## src/logic/lsu_pkg.sv

```systemverilog
// Load/store operation types
package lsu_pkg;

    // Operation selector, {store, funct3} of the RV64 load/store opcodes
    typedef enum logic [3:0] {
        LB  = 4'b0_000,
        LH  = 4'b0_001,
        LW  = 4'b0_010,
        LD  = 4'b0_011,
        LBU = 4'b0_100,
        LHU = 4'b0_101,
        LWU = 4'b0_110,
        SB  = 4'b1_000,
        SH  = 4'b1_001,
        SW  = 4'b1_010,
        SD  = 4'b1_011
    } ls_sel_e;
    // 4'b0_111 and 4'b1_1xx are illegal

    // Access size, matches funct3[1:0]
    typedef enum logic [1:0] {
        SIZE_B = 2'b00,
        SIZE_H = 2'b01,
        SIZE_W = 2'b10,
        SIZE_D = 2'b11
    } ls_size_e;

endpackage

```

## src/logic/bus_pkg.sv

```systemverilog
// Data bus vector types
package bus_pkg;

    // One doubleword of the data memory
    typedef logic [63:0] data_t;

    // One bit per byte lane
    typedef logic [7:0]  mask_t;

    // Integer register index
    typedef logic [4:0]  reg_addr_t;

endpackage

```

## src/logic/ls_decode.sv

```systemverilog
// Load/store operation decoder
`timescale 1ns/1ns

module ls_decode
    import lsu_pkg::*;
(
    input  ls_sel_e    sel_i,
    input  logic [2:0] addr_lo_i,
    output logic       is_store_o,
    output logic       is_load_o,
    output ls_size_e   size_o,
    output logic       signed_o,
    output logic       misalign_o
);

    logic illegal;
    logic unaligned;

    always_comb begin
        is_store_o = 1'b0;
        is_load_o  = 1'b0;
        size_o     = SIZE_B;
        signed_o   = 1'b0;
        illegal    = 1'b0;
        case (sel_i)
            LB:  begin is_load_o = 1'b1; size_o = SIZE_B; signed_o = 1'b1; end
            LH:  begin is_load_o = 1'b1; size_o = SIZE_H; signed_o = 1'b1; end
            LW:  begin is_load_o = 1'b1; size_o = SIZE_W; signed_o = 1'b1; end
            LD:  begin is_load_o = 1'b1; size_o = SIZE_D; end
            LBU: begin is_load_o = 1'b1; size_o = SIZE_B; end
            LHU: begin is_load_o = 1'b1; size_o = SIZE_H; end
            LWU: begin is_load_o = 1'b1; size_o = SIZE_W; end
            SB:  begin is_store_o = 1'b1; size_o = SIZE_B; end
            SH:  begin is_store_o = 1'b1; size_o = SIZE_H; end
            SW:  begin is_store_o = 1'b1; size_o = SIZE_W; end
            SD:  begin is_store_o = 1'b1; size_o = SIZE_D; end
            default: begin
                illegal = 1'b1;    // Unused encoding
            end
        endcase
    end

    // Natural alignment per access size
    always_comb begin
        case (size_o)
            SIZE_B:  unaligned = 1'b0;
            SIZE_H:  unaligned = addr_lo_i[0];
            SIZE_W:  unaligned = |addr_lo_i[1:0];
            default: unaligned = |addr_lo_i;
        endcase
    end

    // Illegal ops take the error path too
    assign misalign_o = illegal | unaligned;

endmodule

```

## src/logic/store_align.sv

```systemverilog
// Store byte-lane alignment
`timescale 1ns/1ns

module store_align
    import lsu_pkg::*;
    import bus_pkg::*;
(
    input  ls_size_e   size_i,
    input  logic [2:0] addr_lo_i,
    input  data_t      wdata_i,
    output data_t      lane_data_o,
    output mask_t      lane_mask_o
);

    logic [1:0] half_sel;
    logic       word_sel;
    data_t      sb_data;
    data_t      sh_data;
    data_t      sw_data;
    mask_t      sb_mask;
    mask_t      sh_mask;
    mask_t      sw_mask;

    assign half_sel = addr_lo_i[2:1];
    assign word_sel = addr_lo_i[2];

    // Byte store, one lane per address
    always_comb begin
        sb_data = data_t'(wdata_i[7:0]) << {addr_lo_i, 3'b000};
        sb_mask = mask_t'(1) << addr_lo_i;
    end

    // Halfword store
    always_comb begin
        case (half_sel)
            2'b00: begin
                sh_data = {48'd0, wdata_i[15:0]};
                sh_mask = 8'b0000_0011;
            end
            2'b01: begin
                sh_data = {32'd0, wdata_i[15:0], 16'd0};
                sh_mask = 8'b0000_1100;
            end
            2'b10: begin
                sh_data = {16'd0, wdata_i[15:0], 32'd0};
                sh_mask = 8'b0011_0000;
            end
            default: begin
                sh_data = {wdata_i[15:0], 48'd0};
                sh_mask = 8'b1100_0000;
            end
        endcase
    end

    // Word store, lower or upper half
    always_comb begin
        if (word_sel) begin
            sw_data = {wdata_i[31:0], 32'd0};
            sw_mask = 8'b1111_0000;
        end else begin
            sw_data = {32'd0, wdata_i[31:0]};
            sw_mask = 8'b0000_1111;
        end
    end

    always_comb begin
        case (size_i)
            SIZE_B: begin
                lane_data_o = sb_data;
                lane_mask_o = sb_mask;
            end
            SIZE_H: begin
                lane_data_o = sh_data;
                lane_mask_o = sh_mask;
            end
            SIZE_W: begin
                lane_data_o = sw_data;
                lane_mask_o = sw_mask;
            end
            default: begin
                lane_data_o = wdata_i;    // Whole doubleword
                lane_mask_o = 8'hff;
            end
        endcase
    end

endmodule

```

## src/logic/mem_port.sv

```systemverilog
// Load/store handshake sequencer
`timescale 1ns/1ns

module mem_port
    import lsu_pkg::*;
    import bus_pkg::*;
#(
    parameter int ADDR_W = 32
) (
    input  logic              clk,
    input  logic              arst_n_i,
    input  logic              op_req_i,
    input  ls_sel_e           op_sel_i,
    input  logic [ADDR_W-1:0] op_addr_i,
    input  data_t             op_wdata_i,
    input  reg_addr_t         op_rd_i,
    input  logic              is_load_i,
    input  logic              is_store_i,
    input  logic              misalign_i,
    input  data_t             lane_data_i,
    input  mask_t             lane_mask_i,
    input  data_t             load_data_i,
    input  logic              mem_ack_i,
    input  data_t             mem_rdata_i,
    output ls_sel_e           sel_o,
    output logic [2:0]        addr_lo_o,
    output data_t             wdata_o,
    output logic              op_ack_o,
    output data_t             res_data_o,
    output logic              res_wen_o,
    output logic              res_err_o,
    output reg_addr_t         res_rd_o,
    output logic              mem_req_o,
    output logic [ADDR_W-1:0] mem_addr_o,
    output logic              mem_we_o,
    output data_t             mem_wdata_o,
    output mask_t             mem_wmask_o,
    output data_t             rdata_o
);

    typedef enum logic [2:0] {
        IDLE,
        REQ,
        WAIT_LOW,
        ACK,
        ERR
    } state_e;

    state_e            state_q;
    logic              req_q;
    ls_sel_e           sel_q;
    logic [ADDR_W-1:0] addr_q;
    data_t             wdata_q;
    reg_addr_t         rd_q;
    data_t             rdata_q;

    always_ff @(posedge clk or negedge arst_n_i) begin
        if (!arst_n_i) begin
            state_q <= IDLE;
            req_q   <= 1'b0;
        end else begin
            case (state_q)
                IDLE: begin
                    if (op_req_i) state_q <= REQ;
                end
                REQ: begin
                    if (misalign_i) begin
                        state_q <= ERR;    // Never reaches memory
                    end else if (!req_q) begin
                        req_q <= 1'b1;
                    end else if (mem_ack_i) begin
                        req_q   <= 1'b0;
                        state_q <= WAIT_LOW;
                    end
                end
                WAIT_LOW: begin
                    if (!mem_ack_i) state_q <= ACK;
                end
                ACK, ERR: begin
                    if (!op_req_i) state_q <= IDLE;
                end
                default: state_q <= IDLE;
            endcase
        end
    end

    // Operation fields and read word
    always_ff @(posedge clk) begin
        if (state_q == IDLE && op_req_i) begin
            sel_q   <= op_sel_i;
            addr_q  <= op_addr_i;
            wdata_q <= op_wdata_i;
            rd_q    <= op_rd_i;
        end
        if (state_q == REQ && req_q && mem_ack_i) rdata_q <= mem_rdata_i;
    end

    assign sel_o     = sel_q;
    assign addr_lo_o = addr_q[2:0];
    assign wdata_o   = wdata_q;
    assign rdata_o   = rdata_q;

    assign mem_req_o   = req_q;
    assign mem_addr_o  = {addr_q[ADDR_W-1:3], 3'b000};    // Doubleword address
    assign mem_we_o    = is_store_i;
    assign mem_wdata_o = lane_data_i;
    assign mem_wmask_o = is_store_i ? lane_mask_i : '0;

    assign op_ack_o   = (state_q == ACK) || (state_q == ERR);
    assign res_err_o  = (state_q == ERR);
    assign res_wen_o  = (state_q == ACK) && is_load_i && (rd_q != '0);
    assign res_data_o = is_load_i ? load_data_i : '0;
    assign res_rd_o   = rd_q;

endmodule

```

## src/logic/load_extract.sv

```systemverilog
// Load lane select and extension
`timescale 1ns/1ns

module load_extract
    import lsu_pkg::*;
    import bus_pkg::*;
(
    input  ls_size_e   size_i,
    input  logic       signed_i,
    input  logic [2:0] addr_lo_i,
    input  data_t      rdata_i,
    output data_t      load_data_o
);

    logic [7:0]  data_byte;
    logic [15:0] data_half;
    logic [31:0] data_word;

    // Addressed byte
    always_comb begin
        case (addr_lo_i)
            3'd0:    data_byte = rdata_i[7:0];
            3'd1:    data_byte = rdata_i[15:8];
            3'd2:    data_byte = rdata_i[23:16];
            3'd3:    data_byte = rdata_i[31:24];
            3'd4:    data_byte = rdata_i[39:32];
            3'd5:    data_byte = rdata_i[47:40];
            3'd6:    data_byte = rdata_i[55:48];
            default: data_byte = rdata_i[63:56];
        endcase
    end

    always_comb begin
        case (addr_lo_i[2:1])
            2'd0:    data_half = rdata_i[15:0];
            2'd1:    data_half = rdata_i[31:16];
            2'd2:    data_half = rdata_i[47:32];
            default: data_half = rdata_i[63:48];
        endcase
    end

    assign data_word = addr_lo_i[2] ? rdata_i[63:32] : rdata_i[31:0];

    always_comb begin
        case (size_i)
            SIZE_B:  load_data_o = {{56{signed_i & data_byte[7]}}, data_byte};
            SIZE_H:  load_data_o = {{48{signed_i & data_half[15]}}, data_half};
            SIZE_W:  load_data_o = {{32{signed_i & data_word[31]}}, data_word};
            default: load_data_o = rdata_i;
        endcase
    end

endmodule

```

## src/logic/lsu_top.sv

```systemverilog
// Load/store unit top
`timescale 1ns/1ns

module lsu_top
    import lsu_pkg::*;
    import bus_pkg::*;
#(
    parameter int ADDR_W = 32
) (
    input  logic              clk,
    input  logic              arst_n_i,
    input  logic              op_req_i,
    input  ls_sel_e           op_sel_i,
    input  logic [ADDR_W-1:0] op_addr_i,
    input  data_t             op_wdata_i,
    input  reg_addr_t         op_rd_i,
    output logic              op_ack_o,
    output data_t             res_data_o,
    output logic              res_wen_o,
    output reg_addr_t         res_rd_o,
    output logic              res_err_o,
    output logic              mem_req_o,
    input  logic              mem_ack_i,
    output logic [ADDR_W-1:0] mem_addr_o,
    output logic              mem_we_o,
    output data_t             mem_wdata_o,
    output mask_t             mem_wmask_o,
    input  data_t             mem_rdata_i
);

    ls_sel_e    sel;
    logic [2:0] addr_lo;
    data_t      wdata;
    logic       is_load;
    logic       is_store;
    ls_size_e   size;
    logic       signed_ld;
    logic       misalign;
    data_t      lane_data;
    mask_t      lane_mask;
    data_t      rdata;
    data_t      load_data;

    ls_decode u_decode (
        .sel_i      (sel),
        .addr_lo_i  (addr_lo),
        .is_store_o (is_store),
        .is_load_o  (is_load),
        .size_o     (size),
        .signed_o   (signed_ld),
        .misalign_o (misalign)
    );

    store_align u_align (
        .size_i      (size),
        .addr_lo_i   (addr_lo),
        .wdata_i     (wdata),
        .lane_data_o (lane_data),
        .lane_mask_o (lane_mask)
    );

    mem_port #(
        .ADDR_W (ADDR_W)
    ) u_port (
        .clk         (clk),
        .arst_n_i    (arst_n_i),
        .op_req_i    (op_req_i),
        .op_sel_i    (op_sel_i),
        .op_addr_i   (op_addr_i),
        .op_wdata_i  (op_wdata_i),
        .op_rd_i     (op_rd_i),
        .is_load_i   (is_load),
        .is_store_i  (is_store),
        .misalign_i  (misalign),
        .lane_data_i (lane_data),
        .lane_mask_i (lane_mask),
        .load_data_i (load_data),
        .mem_ack_i   (mem_ack_i),
        .mem_rdata_i (mem_rdata_i),
        .sel_o       (sel),
        .addr_lo_o   (addr_lo),
        .wdata_o     (wdata),
        .op_ack_o    (op_ack_o),
        .res_data_o  (res_data_o),
        .res_wen_o   (res_wen_o),
        .res_err_o   (res_err_o),
        .res_rd_o    (res_rd_o),
        .mem_req_o   (mem_req_o),
        .mem_addr_o  (mem_addr_o),
        .mem_we_o    (mem_we_o),
        .mem_wdata_o (mem_wdata_o),
        .mem_wmask_o (mem_wmask_o),
        .rdata_o     (rdata)
    );

    load_extract u_extract (
        .size_i      (size),
        .signed_i    (signed_ld),
        .addr_lo_i   (addr_lo),
        .rdata_i     (rdata),
        .load_data_o (load_data)
    );

endmodule

```

## config.mk

```make
export PLATFORM = sky130hd
export DESIGN_NAME = lsu_top
export DESIGN_NICKNAME = d
export VERILOG_FILES = /design/src/logic/lsu_pkg.sv /design/src/logic/bus_pkg.sv /design/src/logic/ls_decode.sv /design/src/logic/store_align.sv /design/src/logic/mem_port.sv /design/src/logic/load_extract.sv /design/src/logic/lsu_top.sv
export SDC_FILE = /design/constraint.sdc
export NUM_CORES = 1
export LEC_CHECK = 0
export BUFFER_PORTS_ARGS = -buffer_cell sky130_fd_sc_hd__buf_2
export CORE_AREA = 2 2 160 162
export CTS_CLUSTER_SIZE = 24
export DETAILED_ROUTE_END_ITERATION = 7
export DIE_AREA = 0 0 162 164
export GPL_TIMING_DRIVEN = 1
export HOLD_SLACK_MARGIN = 0.1
export PLACE_DENSITY = 0.61
export REMOVE_ABC_BUFFERS = 1
export SLEW_MARGIN = 0
export SYNTH_ARGS = -nofsm -noshare
export SYNTH_HDL_FRONTEND = slang
export SYNTH_SLANG_ARGS = --single-unit
```

## constraint.sdc

```tcl
create_clock -name clk -period 15.1 [get_ports clk]
set_input_delay 0.755 -clock clk [delete_from_list [all_inputs] [get_ports clk]]
set_output_delay 0.755 -clock clk [all_outputs]
set_load 0.02 [all_outputs]
```

==> summary.txt <==
Placement
  • Dpl hpwl: 20.9 mm
  • Placer Congestion: 0.828
  • Port bufs: 347

STA
  • Post-layout min period: 4.17 ns
  • Peak Freq: 240 MHz
  • Tcrit/Tclk final: 27.6%
  • Final setup vio count: 0
  • TNS Setup: 0 ns
  • Skew final: 0.0150 ns
  • Final Hold Viols: 0
  • Max-slew violations: 0
  • WHS: 0.486 ns
  • Least-Margin Pin Slew: 1.23 ns
  • Rel. slew slack: 17.7%
  • RSZ-0062 raised after global routing: no

Clock tree
  • Postcts setup bufs: 0
  • Cts bufs inserted: 17
  • Htree depth: 4
  • Hold-fix buffers, CTS: 1
  • CTS tree: done
  • Sink Count: 173
  • CTS clk-pin slew, worst paths: 0.09 ns
  • Post-cts gate resize count: 0
  • Clk_lat worst skew: 0.44 ns
  • CTS Buffer Depth: 2
  • Root Buffer: clkbuf_16

Cells and area
  • Core Util, Final: 44.9%
  • Layout cells sized above 1: 43.1%
  • Layout Nets: 1,166
  • Area grow syn2layout: 30.3%

Power
  • Pwr per Cell Area: 161 mW/mm²
  • Logic pwr share: 36.0%
  • Worst IR Drop VDD: 0.0666 mV
  • Pleak: 0.00456 µW
  • Clock share of power: 25.5%
  • Sequential Power Share: 38.6%
  • Switch share: 40.5%
  • Switch Pwr: 728 µW
  • Power Internal: 1070 µW

Logic synthesis
  • Syn Inst Count: 678
  • Top post-synthesis cells by area: edfxtp_1 (59%), mux4_2 (5.3%), a21oi_1 (4.2%)
  • Synthesis Warnings: 0
  • Post-synth EDFFs: 169
  • Yosys top cell area share: 59.3%
  • Synth unique cells: 59
  • Dominant cell type by area after synthesis: edfxtp_1
  • Synthesized area per cell: 12.6 µm²
  • Asr flop ratio synth: 2.31%
  • Most common cell in the synthesized netlist: edfxtp_1
  • Post-synthesis register bit count: 173
  • Commonest cells post-synth: edfxtp_1 (169), a21oi_1 (71), o21ai_0 (60)
  • Cell Area, Synth: 0.00856 mm²
  • Sequential fraction of the synthesis area: 60.5%
  • Ys flop type: edfxtp_1

GRT
  • Pin count of the biggest net entering global routing: 65
  • Grt ovf: 0
  • Vias in the first global route: 7,047
  • Antenna violations before repair: 5
  • First-pass GRT wire length: 43.2 mm
  • Tot GR Track Use: 21.9%

Die
  • I/O Pins: 351
  • Die height: 164 µm
  • Initial Util: 34.5%
  • Die area: 0.0266 mm²
  • Row count: 58
  • Die W: 162 µm
  • Core area: 0.0248 mm²

Worst setup path
  • Worst path required time: 14.35 ns
  • R2R Setup Slk: 12.69 ns
  • RR Endpoint: u_port.addr_q[7]$_DFFE_PP_
  • Startpoint Class: flip-flop
  • Worst Reg-to-Reg Cells: 4
  • FF-to-FF Start: u_port.state_q[0]$_DFFE_PN0P_
  • CP arrival: 3.41 ns
  • CP Capture Type: output port
  • Critical path class: flip-flop to output port
  • Critical path peak fanout: 48

Drt
  • Routed Antenna Nets: 0
  • Top layer in use: met4
  • Met3 WL: 2.26 mm
  • DR vias: 7,464
  • Routed length per instance: 22.4 µm
  • Drt pass-1 iters: 6
  • M1 WL: 12.1 mm
  • WL final: 30.1 mm
  • Drt initial violations: 827
  • WL met2: 15.0 mm
  • DRC: 0
  • Vias/cell: 5.57

Worst hold path
  • Type of the worst min-delay path: primary input to flip-flop
  • Hold Path Cell Cnt: 1
  • Hold endpoint: u_port.addr_q[28]$_DFFE_PP_
  • Hold Startpoint: op_addr_i[28]

Flow run
  • Total of max-cap violations: 0

Status
  • Status: finished, final reports clean
power by group through the flow:
stage	logic, µW	registers, µW	clock network, µW
floorplan	369	742	0
global placement	645	700	0
detailed placement	649	702	0
CTS	650	692	466
global route	694	704	485
finish	647	694	458
worst max-delay path, cell delays in order (launching register included):
cell	delay (ns)
edfxtp_1	0.32
buf_4	0.34
mux2_2	0.38
mux4_2	0.51
a21oi_4	0.98
a21oi_1	0.20
buf_2	0.23
cells by family (layout without fill, tap and decap cells):
| family | count (synthesis) | in the layout | synth area share, % |
|---|---|---|---|
| AO/OA/AOI/OAI | 280 | 280 | 21.9 |
| buffers and inverters | 68 | 394 | 3.70 |
| flip-flops | 173 | 173 | 60.5 |
| multiplexers | 31 | 31 | 6.71 |
| other | 1 | 8 | 0.0438 |
| AND/OR/NAND/NOR | 125 | 125 | 7.21 |
layout by cell type, fill, tap and decap left out, drive strengths merged, types with 3 or more instances in the layout:
master	n
a31oi	11
a21oi	72
o21a	3
nand2	43
edfxtp	169
nor2b	5
mux2i	3
nand3	4
o21ai	60
nor3	8
clkbuf	17
nand2b	7
o22ai	6
a21o	11
a22o	27
o2bb2ai	5
dfrtp	4
a211o	4
a32o	5
and2	5
mux4	20
nor2	28
or2	3
conb	3
a32oi	12
inv	12
a21boi	8
mux2	8
and3	11
clkinv	6
a22oi	33
diode	5
a221oi	6
buf	357
layout make-up:
cell class | count | area, µm²
diodes | 5 | 12.5
clock buffers | 17 | 425
clock inverters | 15 | 188
fillers | 2375 | 13700
inverters | 4 | 15.0
multi-input cells | 439 | 3100
flip-flops and latches | 173 | 5170
well taps | 330 | 413
repair buffers | 358 | 1820
registers in the layout, indices dropped and copies added, names as in the netlist:
name,flops
u_port.addr_q,32
u_port.mem_req_o,1
u_port.res_rd_o,5
u_port.sel_o,4
u_port.wdata_o,64
u_port.rdata_o,64
u_port.state_q,3
stage by stage:
stage	setup slack (ns)	cells	power [µW]	cell area, µm²
3_3_place_gp	11.50	1303	1340	10500
5_1_grt	10.70	1340	1880	11100
2_1_floorplan	6.49	616	1110	8260
4_1_cts	10.93	1336	1810	11100
6_report	10.93	1341	1800	11100
3_5_place_dp	11.40	1303	1350	10500
per-layer routing:
layer / track usage [%] / up-vias
met3: 4.67 / 48
met2: 35.3 / 407
met5: 0 / -
li1: - / 3342
met1: 29.2 / 3667
met4: 8.45 / 0
how the worst max path moves through the flow:
| stage | from | to | cells past startpoint | slack (ns) |
|---|---|---|---|---|
| after floorplan | op_req_i | u_port.addr_q[0]$_DFFE_PP_ | 2 | 6.49 |
| after global placement | u_port.sel_o[0]$_DFFE_PP_ | res_data_o[8] | 5 | 11.50 |
| after detailed placement | u_port.addr_q[1]$_DFFE_PP_ | res_data_o[56] | 6 | 11.40 |
| after CTS | u_port.addr_q[1]$_DFFE_PP_ | res_data_o[56] | 6 | 10.93 |
| after global routing | u_port.addr_q[1]$_DFFE_PP_ | res_data_o[32] | 6 | 10.70 |
| final | u_port.addr_q[0]$_DFFE_PP_ | res_data_o[22] | 6 | 10.93 |
Note: power is estimated with default switching activity, not from simulation.
